**config.mk**
```make
export PLATFORM = sky130hd
export DESIGN_NAME = bomber_player_core
export DESIGN_NICKNAME = d
export VERILOG_FILES = /design/src/hw/bomber_pkg.sv /design/src/hw/bomber_player_core.sv /design/src/hw/player_motion.sv /design/src/hw/player_stats.sv /design/src/hw/tile_decoder.sv /design/src/hw/position_counter.sv /design/src/hw/invincibility_timer.sv
export SDC_FILE = /design/constraint.sdc
export NUM_CORES = 1
export LEC_CHECK = 0
export ABC_CLOCK_PERIOD_IN_PS = 4200
export BUFFER_PORTS_ARGS = -buffer_cell sky130_fd_sc_hd__buf_4
export CAP_MARGIN = 20
export CORE_ASPECT_RATIO = 0.75
export CORE_MARGIN = 5
export CORE_UTILIZATION = 50
export DETAILED_ROUTE_END_ITERATION = 8
export GPL_ROUTABILITY_DRIVEN = 0
export PLACE_DENSITY_LB_ADDON = 0.3
export SLEW_MARGIN = 20
export SYNTH_ARGS = -nofsm -noshare
export SYNTH_HDL_FRONTEND = slang
export SYNTH_SLANG_ARGS = --single-unit
export TNS_END_PERCENT = 10
```
**constraint.sdc**
```tcl
create_clock -name clock -period 4.2 [get_ports clock]
set_clock_uncertainty 0.05 [all_clocks]
set_input_delay 0.42 -clock clock [delete_from_list [all_inputs] [get_ports clock]]
set_output_delay 0.42 -clock clock [all_outputs]
set_load 0.005 [all_outputs]
```
**src/hw/bomber_pkg.sv**
```systemverilog
// bomber player datapath package: arena constants, limits, widths, tile and pickup enums.
package bomber_pkg;

	// field widths.
	localparam int COORD_W = 9;
	localparam int SPEED_W = 4;
	localparam int LIVES_W = 2;
	localparam int STAT_W = 2;

	typedef logic [COORD_W-1:0] coord_t;		// screen coordinate.
	typedef logic [SPEED_W-1:0] speed_t;		// pixels per step.
	typedef logic [LIVES_W-1:0] lives_t;
	typedef logic [STAT_W-1:0] stat_t;			// one power-up level.
	typedef logic [1:0] corner_t;				// 0 tl, 1 tr, 2 bl, 3 br.

	// map tile ids, as stored in the stage memory.
	typedef enum logic [3:0] {
		TILE_EMPTY      = 4'd0,
		TILE_WALL       = 4'd1,
		TILE_BRICK      = 4'd2,
		TILE_PU_BOMB    = 4'd3,
		TILE_PU_RADIUS  = 4'd4,
		TILE_PU_POTENCY = 4'd5,
		TILE_PU_THROW   = 4'd6,
		TILE_PU_LIFE    = 4'd7,
		TILE_PU_SPEED   = 4'd8,
		TILE_HEART      = 4'd9,
		TILE_BOMB       = 4'd10,
		TILE_EXPLOSION  = 4'd11,
		TILE_P1         = 4'd12,
		TILE_P2         = 4'd13,
		TILE_P1_INV     = 4'd14,
		TILE_P2_INV     = 4'd15
	} tile_id_t;

	typedef enum logic [2:0] {
		PU_NONE,
		PU_BOMB,
		PU_RADIUS,
		PU_POTENCY,
		PU_THROW,
		PU_LIFE,
		PU_SPEED
	} pickup_t;

	// movement bounds.
	localparam coord_t ARENA_X_MIN = 9'd72;
	localparam coord_t ARENA_X_MAX = 9'd232;
	localparam coord_t ARENA_Y_MIN = 9'd32;
	localparam coord_t ARENA_Y_MAX = 9'd192;

	localparam coord_t P1_START_X = 9'd88;
	localparam coord_t P2_START_X = 9'd216;
	localparam coord_t START_Y = 9'd112;

	localparam lives_t LIVES_START = 2'd3;
	localparam lives_t LIFE_PICKUP_CAP = 2'd2;		// life pickup only adds below this.
	localparam speed_t SPEED_START = 4'd4;
	localparam speed_t SPEED_LIMIT = 4'd8;
	localparam stat_t STAT_LIMIT = 2'd2;			// bomb, radius and potency cap.

	// invincibility window after a hit, in clock cycles.
	localparam int INV_CYCLES = 64;
	localparam int INV_CNT_W = $clog2(INV_CYCLES + 1);
	typedef logic [INV_CNT_W-1:0] inv_count_t;
	localparam inv_count_t INV_LOAD = inv_count_t'(INV_CYCLES);

endpackage
```
**src/hw/bomber_player_core.sv**
```systemverilog
// bomber_player_core: top level joining tile decode, player stats and player motion.
`timescale 1ns/1ps

module bomber_player_core (
	input  logic                     clock,
	input  logic                     reset,
	input  logic                     check_valid,
	output logic                     check_ready,
	input  logic                     check_player,
	input  bomber_pkg::corner_t      check_corner,
	input  bomber_pkg::tile_id_t     check_tile,
	input  logic                     check_explosion,
	input  logic                     step,
	input  logic [1:0]               x_dir,
	input  logic [1:0]               x_move,
	input  logic [1:0]               y_dir,
	input  logic [1:0]               y_move,
	output logic [1:0][3:0]          passable,
	output bomber_pkg::lives_t [1:0] lives,
	output bomber_pkg::speed_t [1:0] speed,
	output bomber_pkg::stat_t [1:0]  bomb_level,
	output bomber_pkg::stat_t [1:0]  radius_level,
	output bomber_pkg::stat_t [1:0]  potency_level,
	output logic [1:0]               invincible,
	output logic                     clear_tile,
	output bomber_pkg::coord_t [1:0] pos_x,
	output bomber_pkg::coord_t [1:0] pos_y
);

	logic                dec_valid;
	logic                dec_player;
	bomber_pkg::corner_t dec_corner;
	logic                dec_passable;
	bomber_pkg::pickup_t dec_pickup;
	logic                dec_hit;

	tile_decoder tile_decoder_i (
		.clock           (clock),
		.reset           (reset),
		.check_valid     (check_valid),
		.check_ready     (check_ready),
		.check_player    (check_player),
		.check_corner    (check_corner),
		.check_tile      (check_tile),
		.check_explosion (check_explosion),
		.dec_valid       (dec_valid),
		.dec_player      (dec_player),
		.dec_corner      (dec_corner),
		.dec_passable    (dec_passable),
		.dec_pickup      (dec_pickup),
		.dec_hit         (dec_hit)
	);

	player_stats player_stats_i (
		.clock         (clock),
		.reset         (reset),
		.dec_valid     (dec_valid),
		.dec_player    (dec_player),
		.dec_corner    (dec_corner),
		.dec_passable  (dec_passable),
		.dec_pickup    (dec_pickup),
		.dec_hit       (dec_hit),
		.passable      (passable),
		.lives         (lives),
		.speed         (speed),
		.bomb_level    (bomb_level),
		.radius_level  (radius_level),
		.potency_level (potency_level),
		.invincible    (invincible),
		.clear_tile    (clear_tile)
	);

	// movement reads the passability bits held by the stats stage.
	player_motion player_motion_i (
		.clock    (clock),
		.reset    (reset),
		.step     (step),
		.x_dir    (x_dir),
		.x_move   (x_move),
		.y_dir    (y_dir),
		.y_move   (y_move),
		.passable (passable),
		.speed    (speed),
		.pos_x    (pos_x),
		.pos_y    (pos_y)
	);

endmodule

```
**src/hw/player_motion.sv**
```systemverilog
// player_motion: gates each axis of both players by corner passability.
`timescale 1ns/1ps

module player_motion (
	input  logic                     clock,
	input  logic                     reset,
	input  logic                     step,
	input  logic [1:0]               x_dir,
	input  logic [1:0]               x_move,
	input  logic [1:0]               y_dir,
	input  logic [1:0]               y_move,
	input  logic [1:0][3:0]          passable,
	input  bomber_pkg::speed_t [1:0] speed,
	output bomber_pkg::coord_t [1:0] pos_x,
	output bomber_pkg::coord_t [1:0] pos_y
);

	logic [1:0] x_open;
	logic [1:0] y_open;
	logic [1:0] x_enable;
	logic [1:0] y_enable;

	genvar p;
	generate
		for (p = 0; p < 2; p++)
		begin : g_player
			// corners ahead: 1,3 for +x, 0,2 for -x, 2,3 for +y, 0,1 for -y.
			assign x_open[p] = x_dir[p] ? (passable[p][1] && passable[p][3])
				: (passable[p][0] && passable[p][2]);
			assign y_open[p] = y_dir[p] ? (passable[p][2] && passable[p][3])
				: (passable[p][0] && passable[p][1]);
			assign x_enable[p] = step && x_move[p] && x_open[p];
			assign y_enable[p] = step && y_move[p] && y_open[p];

			position_counter position_x_i (
				.clock       (clock),
				.reset       (reset),
				.start_coord ((p == 0) ? bomber_pkg::P1_START_X : bomber_pkg::P2_START_X),
				.min_coord   (bomber_pkg::ARENA_X_MIN),
				.max_coord   (bomber_pkg::ARENA_X_MAX),
				.step        (speed[p]),
				.enable      (x_enable[p]),
				.direction   (x_dir[p]),
				.coord       (pos_x[p])
			);

			position_counter position_y_i (
				.clock       (clock),
				.reset       (reset),
				.start_coord (bomber_pkg::START_Y),
				.min_coord   (bomber_pkg::ARENA_Y_MIN),
				.max_coord   (bomber_pkg::ARENA_Y_MAX),
				.step        (speed[p]),
				.enable      (y_enable[p]),
				.direction   (y_dir[p]),
				.coord       (pos_y[p])
			);
		end
	endgenerate

endmodule

```
**src/hw/player_stats.sv**
```systemverilog
// player_stats: applies decoded checks to passability, lives, speed and power-up levels.
`timescale 1ns/1ps

module player_stats (
	input  logic                          clock,
	input  logic                          reset,
	input  logic                          dec_valid,
	input  logic                          dec_player,
	input  bomber_pkg::corner_t           dec_corner,
	input  logic                          dec_passable,
	input  bomber_pkg::pickup_t           dec_pickup,
	input  logic                          dec_hit,
	output logic [1:0][3:0]               passable,
	output bomber_pkg::lives_t [1:0]      lives,
	output bomber_pkg::speed_t [1:0]      speed,
	output bomber_pkg::stat_t [1:0]       bomb_level,
	output bomber_pkg::stat_t [1:0]       radius_level,
	output bomber_pkg::stat_t [1:0]       potency_level,
	output logic [1:0]                    invincible,
	output logic                          clear_tile
);

	logic       hit_take;
	logic [1:0] timer_start;

	// a hit only counts outside the invincibility window.
	assign hit_take = dec_valid && dec_hit && !invincible[dec_player];

	genvar p;
	generate
		for (p = 0; p < 2; p++)
		begin : g_inv
			assign timer_start[p] = hit_take && (dec_player == 1'(p));

			invincibility_timer invincibility_timer_i (
				.clock      (clock),
				.reset      (reset),
				.start      (timer_start[p]),
				.invincible (invincible[p])
			);
		end
	endgenerate

	always_ff @(posedge clock or posedge reset)
	begin
		if (reset)
		begin
			passable <= '0;
			lives <= {bomber_pkg::LIVES_START, bomber_pkg::LIVES_START};
			speed <= {bomber_pkg::SPEED_START, bomber_pkg::SPEED_START};
			bomb_level <= '0;
			radius_level <= '0;
			potency_level <= '0;
			clear_tile <= 1'b0;
		end
		else
		begin
			clear_tile <= dec_valid && (dec_pickup != bomber_pkg::PU_NONE);
			if (dec_valid)
			begin
				passable[dec_player][dec_corner] <= dec_passable;

				if (hit_take && lives[dec_player] != '0)
					lives[dec_player] <= lives[dec_player] - 1'b1;

				case (dec_pickup)
					bomber_pkg::PU_BOMB:
					begin
						if (bomb_level[dec_player] < bomber_pkg::STAT_LIMIT)
							bomb_level[dec_player] <= bomb_level[dec_player] + 1'b1;
					end
					bomber_pkg::PU_RADIUS:
					begin
						if (radius_level[dec_player] < bomber_pkg::STAT_LIMIT)
							radius_level[dec_player] <= radius_level[dec_player] + 1'b1;
					end
					bomber_pkg::PU_POTENCY:
					begin
						if (potency_level[dec_player] < bomber_pkg::STAT_LIMIT)
							potency_level[dec_player] <= potency_level[dec_player] + 1'b1;
					end
					bomber_pkg::PU_LIFE:
					begin
						// the hit wins when both land in one check.
						if (!hit_take && lives[dec_player] < bomber_pkg::LIFE_PICKUP_CAP)
							lives[dec_player] <= lives[dec_player] + 1'b1;
					end
					bomber_pkg::PU_SPEED:
					begin
						if (speed[dec_player] < bomber_pkg::SPEED_LIMIT)
							speed[dec_player] <= speed[dec_player] + 1'b1;
					end
					default:
					begin
						// throw pickup is only cleared from the map.
					end
				endcase
			end
		end
	end

endmodule

```
**src/hw/tile_decoder.sv**
```systemverilog
// tile_decoder: registered decode of one tile check into passability, pickup kind and hit.
`timescale 1ns/1ps

module tile_decoder (
	input  logic                 clock,
	input  logic                 reset,
	input  logic                 check_valid,
	output logic                 check_ready,
	input  logic                 check_player,
	input  bomber_pkg::corner_t  check_corner,
	input  bomber_pkg::tile_id_t check_tile,
	input  logic                 check_explosion,
	output logic                 dec_valid,
	output logic                 dec_player,
	output bomber_pkg::corner_t  dec_corner,
	output logic                 dec_passable,
	output bomber_pkg::pickup_t  dec_pickup,
	output logic                 dec_hit
);

	logic                 cap_valid;
	logic                 cap_player;
	bomber_pkg::corner_t  cap_corner;
	bomber_pkg::tile_id_t cap_tile;
	logic                 cap_explosion;
	logic                 transfer;
	logic                 tile_passable;
	bomber_pkg::pickup_t  tile_pickup;

	assign check_ready = 1'b1;		// stats stage never stalls.
	assign transfer = check_valid && check_ready;

	always_ff @(posedge clock or posedge reset)
	begin
		if (reset)
		begin
			cap_valid <= 1'b0;
			dec_valid <= 1'b0;
		end
		else
		begin
			cap_valid <= transfer;
			dec_valid <= cap_valid;
		end
	end

	// capture the check on the handshake.
	always_ff @(posedge clock)
	begin
		if (transfer)
		begin
			cap_player <= check_player;
			cap_corner <= check_corner;
			cap_tile <= check_tile;
			cap_explosion <= check_explosion;
		end
	end

	always_comb
	begin
		tile_passable = 1'b0;		// walls, bricks, bombs and the rest block.
		tile_pickup = bomber_pkg::PU_NONE;
		case (cap_tile)
			bomber_pkg::TILE_EMPTY:      tile_passable = 1'b1;
			bomber_pkg::TILE_PU_BOMB:
			begin
				tile_passable = 1'b1;
				tile_pickup = bomber_pkg::PU_BOMB;
			end
			bomber_pkg::TILE_PU_RADIUS:
			begin
				tile_passable = 1'b1;
				tile_pickup = bomber_pkg::PU_RADIUS;
			end
			bomber_pkg::TILE_PU_POTENCY:
			begin
				tile_passable = 1'b1;
				tile_pickup = bomber_pkg::PU_POTENCY;
			end
			bomber_pkg::TILE_PU_THROW:
			begin
				tile_passable = 1'b1;
				tile_pickup = bomber_pkg::PU_THROW;
			end
			bomber_pkg::TILE_PU_LIFE:
			begin
				tile_passable = 1'b1;
				tile_pickup = bomber_pkg::PU_LIFE;
			end
			bomber_pkg::TILE_PU_SPEED:
			begin
				tile_passable = 1'b1;
				tile_pickup = bomber_pkg::PU_SPEED;
			end
			bomber_pkg::TILE_P1, bomber_pkg::TILE_P2,
			bomber_pkg::TILE_P1_INV, bomber_pkg::TILE_P2_INV:
				tile_passable = 1'b1;	// player sprites can be walked over.
			default:
				tile_passable = 1'b0;
		endcase
	end

	always_ff @(posedge clock)
	begin
		if (cap_valid)
		begin
			dec_player <= cap_player;
			dec_corner <= cap_corner;
			dec_passable <= tile_passable;
			dec_pickup <= tile_pickup;
			dec_hit <= cap_explosion;
		end
	end

endmodule

```
**src/hw/position_counter.sv**
```systemverilog
// position_counter: one bounded coordinate axis stepped up or down by the speed.
`timescale 1ns/1ps

module position_counter (
	input  logic                clock,
	input  logic                reset,
	input  bomber_pkg::coord_t  start_coord,
	input  bomber_pkg::coord_t  min_coord,
	input  bomber_pkg::coord_t  max_coord,
	input  bomber_pkg::speed_t  step,
	input  logic                enable,
	input  logic                direction,
	output bomber_pkg::coord_t  coord
);

	bomber_pkg::coord_t         step_wide;
	logic [bomber_pkg::COORD_W:0] up_sum;
	logic [bomber_pkg::COORD_W:0] low_sum;

	assign step_wide = bomber_pkg::coord_t'(step);
	assign up_sum = {1'b0, coord} + {1'b0, step_wide};		// one extra bit so no wrap.
	assign low_sum = {1'b0, min_coord} + {1'b0, step_wide};

	always_ff @(posedge clock or posedge reset)
	begin
		if (reset)
			coord <= start_coord;
		else if (enable)
		begin
			if (direction)
			begin
				if (up_sum <= {1'b0, max_coord})
					coord <= up_sum[bomber_pkg::COORD_W-1:0];
			end
			else if ({1'b0, coord} >= low_sum)
				coord <= coord - step_wide;		// 1 is up, 0 is down.
		end
	end

endmodule

```
**src/hw/invincibility_timer.sv**
```systemverilog
// invincibility_timer: counts the invincibility window after a hit.
`timescale 1ns/1ps

module invincibility_timer (
	input  logic clock,
	input  logic reset,
	input  logic start,
	output logic invincible
);

	bomber_pkg::inv_count_t count;		// cycles left in the window.

	always_ff @(posedge clock or posedge reset)
	begin
		if (reset)
			count <= '0;
		else if (start && count == '0)
			count <= bomber_pkg::INV_LOAD;	// restarts are ignored while running.
		else if (count != '0)
			count <= count - 1'b1;
	end

	assign invincible = (count != '0);

endmodule

```
# Word-level counts from Yosys, hierarchy flattened
# Index checks and enable logic that the tools add are counted.
[classes]
add_sub_neg = 20
mul = 0
div_mod_pow = 0
order_cmp = 17
eq_ne = 19
shift = 0
mux = 53
n_bitwise = 1
reduce_logical = 51
[ops]
columns = ["cell", "n"]
rows = [
  ["9-bit two-way mux", 12],
  ["9-bit by 4-bit adder with 10-bit output", 4],
  ["10-bit by 8-bit less-or-equal comparator with 1-bit output (second input constant)", 4],
  ["9-bit by 4-bit subtractor with 9-bit output", 4],
  ["4-bit two-way mux", 8],
  ["7-bit two-way mux", 4],
  ["1-bit logical AND", 27],
  ["3-bit AND reduction", 8],
  ["4-bit bitwise mux", 5],
  ["4-bit == test (second input constant)", 5],
  ["9-bit by 7-bit greater-or-equal comparator with 1-bit output", 2],
  ["9-bit by 8-bit greater-or-equal comparator with 1-bit output", 2],
  ["2-bit two-way mux", 9],
  ["3-bit one-hot mux with 6 select lines", 1],
  ["7-bit by 4-bit adder with 8-bit output (first input constant)", 2],
  ["8-bit bitwise mux", 2],
  ["4-bit by 3-bit == test with 1-bit output (second input constant)", 4],
  ["6-bit by 4-bit adder with 7-bit output (first input constant)", 2],
  ["7-bit zero test", 2],
  ["2-bit nonzero test", 7],
  ["7-bit nonzero test", 2],
  ["7-bit by 1-bit subtractor with 7-bit output (second input constant)", 2],
  ["11-bit OR reduction", 1],
  ["2-bit by 1-bit adder with 2-bit output (second input constant)", 4],
  ["other kinds (21)", 38],
]
[word_totals]
regBits = 101
latch_bits = 0
mem_bits_rw = 0
romBits = 0
in_bits = 20
output_inout_bits = 72
wordCells = 191
mem_count = 0

# Longest topological paths before layout
[depth]
word_depth = 11
mapped_depth = 11
ltp_nobuf = 10

# Worst setup path after synthesis
# Ideal clock, no wire load.
[synth_timing]
path_kind = "reg2reg"
from = "register player_stats_i.speed[2] in the netlist's numbering"
to = "register player_motion_i.g_player[0].position_y_i.coord[1]"
setup_ns = 0.125
arrival_ns = 3.071
required_ns = 4.025
path_slack_ns = 0.954
path_stages_with_launch = 11
n_path_buf = 1
path_cell_list = "dfstp_2 inv_1 ha_1 buf_6 or3b_4 and3_4 mux2_4 a2111oi_1 nor4b_1 o21ai_2 mux2_2"
[synth_via]
elab_chain_len = 4
elab_cells_between_ends = 7
[synth_lines]
columns = ["element", "line", "rtl"]
rows = [
  ["start, declared", "player_stats.sv:15", "output bomber_pkg::speed_t [1:0] speed,"],
  ["start signal, assigned", "player_stats.sv:50", "speed <= {bomber_pkg::SPEED_START, bomber_pkg::SPEED_START};"],
  ["start signal, assigned by index", "player_stats.sv:91", "speed[dec_player] <= speed[dec_player] + 1'b1;"],
  ["9-bit by 4-bit adder with 10-bit output / 6-bit by 4-bit adder with 7-bit output (equally long branches)", "position_counter.sv:21, position_counter.sv:22", ""],
  ["10-bit by 8-bit less-or-equal comparator with 1-bit output / 9-bit by 7-bit greater-or-equal comparator with 1-bit output (equally long branches)", "position_counter.sv:32, position_counter.sv:35", ""],
  ["2-bit by 1-bit inequality test with 1-bit output (no source line) / 2-bit nonzero test (equally long branches)", "--", ""],
  ["3-bit AND reduction (no source line) (*)", "--", ""],
  ["end signal, assigned", "position_counter.sv:27", "coord <= start_coord;"],
  ["end signal, assigned", "position_counter.sv:33", "coord <= up_sum[bomber_pkg::COORD_W-1:0];"],
  ["end signal, assigned", "position_counter.sv:36", "coord <= coord - step_wide;"],
  ["end, declared", "position_counter.sv:13", "output bomber_pkg::coord_t coord"],
]
# Every way passes the cells marked *; elsewhere a longest branch is shown, timed or not.
# A chain may end at the register's enable or synchronous reset.

# Worst setup path after layout
[layout_timing]
from = "register player_stats_i.speed[1] in the netlist's numbering"
to = "register player_motion_i.g_player[0].position_y_i.coord[4]"
[layout_via]
elab_chain_len = 4
elab_cells_between_ends = 11
[layout_lines]
columns = ["element", "line"]
rows = [
  ["9-bit by 4-bit adder with 10-bit output / 6-bit by 4-bit adder with 7-bit output (equally long branches)", "position_counter.sv:21, position_counter.sv:22"],
  ["10-bit by 8-bit less-or-equal comparator with 1-bit output / 9-bit by 7-bit greater-or-equal comparator with 1-bit output (equally long branches)", "position_counter.sv:32, position_counter.sv:35"],
  ["2-bit by 1-bit inequality test with 1-bit output (no source line) / 2-bit nonzero test (equally long branches)", "--"],
  ["3-bit AND reduction (no source line)", "--"],
]
# Several ways; a longest one is shown, not always the timed one. The select of a mux whose other input is x is not followed.

==> results.yml <==
status:
  status: "completed"
die:
  dieArea_um2: 16510
  core-area_um2: 13750
  initial_core_util: 0.5097
  ios: 92
  die_w_um: 146.7
  placementRows: 37
  die_h_um: 112.5
routing:
  drc: 0
  drt-initial-drc-count: 315
  ant_nets: 0
  num_vias: 5993
  vias_per_cell: 6.084
  drtPass1Iterations: 5
  wl_per_cell_um: 17.96
  wl_um: 17690
place:
  place_hpwl_um: 13360
  portBuffers: 90
  placed_cell_area_um2: 7761
  post-place-ws_ns: 0.6426
global_route:
  grt_util_all_layers: 0.2138
  grt_max_degree: 56
  grt_pass1_wl_um: 29400
  grt_overflow_total: 0
  antenna_found_initial: 0
  grt_pass1_vias: 5870
cells_and_area:
  layout_commonest_cell: "buf_4"
  final_nets: 871
  final.fill_count: 1182
  design_area_um2: 8085
  drive_above_1_share: 0.2037
  area.growth.synth_to_final_pct: 15.37
  multi_input_area_um2: 4050
  layout_common_cells: "buf_4, dfrtp_1, nand2_1"
  seq_area_um2: 2631
  diodes: 0
critical_path:
  crit_fanout: 9
  crit_chain: "inv_1 -> ha_1 -> or3b_4 -> a2111oi_0 -> o21ai_1 -> a2111oi_1 -> nor3_1 -> or4_1 -> nand4_1"
  ff2ff_path_depth: 9
  cp-startpoint: "player_stats_i.speed[1]$_DFFE_PP0P_"
  slowest_delay_ns: 0.62
  r2r_setup_slack_ns: 0.60
  timing.rr.start: "player_stats_i.speed[1]$_DFFE_PP0P_"
  critPathKind: "reg -> reg"
  crit_family: "simple AND/OR/NAND/NOR gates"
  setup.worst_path.end_class: "register"
  cp_slowest_cell: "dfrtp_1"
  required_ns: 4.44
  critPathLaunchType: "register"
  path_buf_inv: 1
  arrival_ns: 3.84
  cp_num_cells: 9
timing:
  finalSetupTns_ns: 0
  tightestPinTransition_ns: 0.7969
  drv_slew: 0
  slew_headroom: 0.4638
  max_freq_mhz: 278.0
  setup_violations: 0
  rsz0062_at_grt: "false"
  hold_viol: 0
  whs_ns: 0.1243
  period_needed_ns: 3.597
  finalCritPeriodShare: 0.8565
  fin_ws_ns: 0.6027
logic_synthesis:
  synth.distinct_cells: 76
  synthCells: 739
  synth_seq_area_share: 0.3755
  synth-seq-cells: 101
  synth_edf_count: 16
  syn_area_um2: 7008
  syn_avg_cell_area_um2: 9.483
  yosysWarnings: 0
  ys_async_sr_fraction: 0.8416
  ys.flop_type: "dfrtp_1"
  synth_nets: 805
clock_tree:
  cts_made_buffers: 9
  cts.sinks: 101
  cts_tree: "done"
  clk_latency_ns: 0.35
  root_buffer: "clkbuf_16"
  post-cts-setup-buffers: 0
  clk_path_buf_depth: 2
  post_cts_resized: 0
  htree_levels: 3
  hold_buffers: 0
  clkTransAtPathRegs_ns: 0.08
worst_hold_path:
  hp-class: "in -> async"
power:
  p_per_area_nw_per_um2: 643.4
  power_uw: 5202
  leakagePower_uw: 0.003522
  ir_worst_vdd_v: 0.0003195
job:
  maxCapViolations: 0
[registers in the layout, summed over array words and instances (netlist names), 2 cells and up]
signal and cells:
player_stats_i.lives 4, player_motion_i.g_player.position_y_i.coord 18, tile_decoder_i.cap_tile 4, tile_decoder_i.cap_corner 2
tile_decoder_i.dec_corner 2, player_stats_i.radius_level 4, player_stats_i.g_inv.invincibility_timer_i.count 14, player_stats_i.bomb_level 4
tile_decoder_i.dec_pickup 3, player_stats_i.potency_level 4, player_stats_i.passable 8, player_stats_i.speed 8
player_motion_i.g_player.position_x_i.coord 18
[final cells by class]
cell class                      count  share of cell area
Multi-Input combinational cell    556              0.5009
Sequential cell                   101              0.3254
Timing Repair Buffer               92             0.08542
Clock buffer                        9             0.02786
Tap cell                          175             0.02708
Inverter                           45             0.02120
Clock inverter                      7             0.01207
[per-stage QoR]
stage,instances,utilization
floorplan,739,-
finish,985,0.5880
CTS,985,0.5880
global route,985,0.5880
detailed placement,969,0.5645
global placement,969,0.5645
[Yosys cell counts, types with 7 or more instances]
| cell type | n | area, µm² |
|---|---|---|
| a21oi_1 | 34 | 170.2 |
| a31o_2 | 7 | 61.31 |
| clkbuf_1 | 32 | 120.1 |
| dfrtp_1 | 66 | 1652 |
| dfstp_2 | 19 | 499.2 |
| edfxtp_1 | 16 | 480.5 |
| fa_1 | 8 | 160.2 |
| ha_1 | 38 | 475.5 |
| inv_1 | 45 | 168.9 |
| mux2_2 | 20 | 225.2 |
| mux2i_1 | 25 | 250.2 |
| nand2_1 | 53 | 198.9 |
| nand2b_1 | 17 | 106.4 |
| nand3_1 | 18 | 90.09 |
| nand4_1 | 17 | 106.4 |
| nor2_1 | 35 | 131.4 |
| nor2b_1 | 22 | 137.6 |
| nor3_1 | 22 | 110.1 |
| nor3b_1 | 10 | 75.07 |
| nor4_1 | 12 | 75.07 |
| o211ai_1 | 9 | 67.56 |
| o21ai_0 | 37 | 185.2 |
| o31ai_1 | 7 | 52.55 |
| or3_1 | 7 | 43.79 |
| xnor2_1 | 16 | 140.1 |
| xor2_1 | 23 | 201.4 |
[logic make-up after synthesis]
group                    Yosys count  share of synthesized area
AND/OR/NAND/NOR                  247                     0.1903
adder cells (fa/ha/maj)           46                    0.09070
buffers and inverters             82                    0.04660
other                              1                  0.0005351
multiplexers                      46                    0.06999
AO/OA/AOI/OAI                    177                     0.1777
XOR/XNOR                          39                    0.04874
flip-flops                       101                     0.3755
[where the power goes]
| part | switching, µW | internal [µW] |
|---|---|---|
| Combinational | 1240 | 1210 |
| Sequential | 492 | 1350 |
| Clock | 418 | 485 |
[metal layers]
metal,share of wire,up-vias,GRT usage
met3,0.066,19,0.04439
met1,0.44,2900,0.2820
met5,0,-,0
li1,-,2851,-
met2,0.48,223,0.3593
met4,0.014,0,0.05764
[worst min path at each step]
stage | startpoint | endpoint | slack [ns] | depth (start not counted)
3_3_place_gp | tile_decoder_i.cap_explosion$_DFFE_PP_ | tile_decoder_i.dec_hit$_DFFE_PP_ | 0.36 | 0
2_1_floorplan | tile_decoder_i.cap_corner[0]$_DFFE_PP_ | tile_decoder_i.dec_corner[0]$_DFFE_PP_ | 0.35 | 0
5_1_grt | check_tile[3] | tile_decoder_i.cap_tile[3]$_DFFE_PP_ | 0.17 | 1
6_report | reset | player_stats_i.potency_level[2]$_DFFE_PP0P_ | 0.12 | 2
4_1_cts | check_tile[2] | tile_decoder_i.cap_tile[2]$_DFFE_PP_ | 0.18 | 1
3_5_place_dp | tile_decoder_i.cap_explosion$_DFFE_PP_ | tile_decoder_i.dec_hit$_DFFE_PP_ | 0.35 | 0
Note: power is estimated with default switching activity, not from simulation.
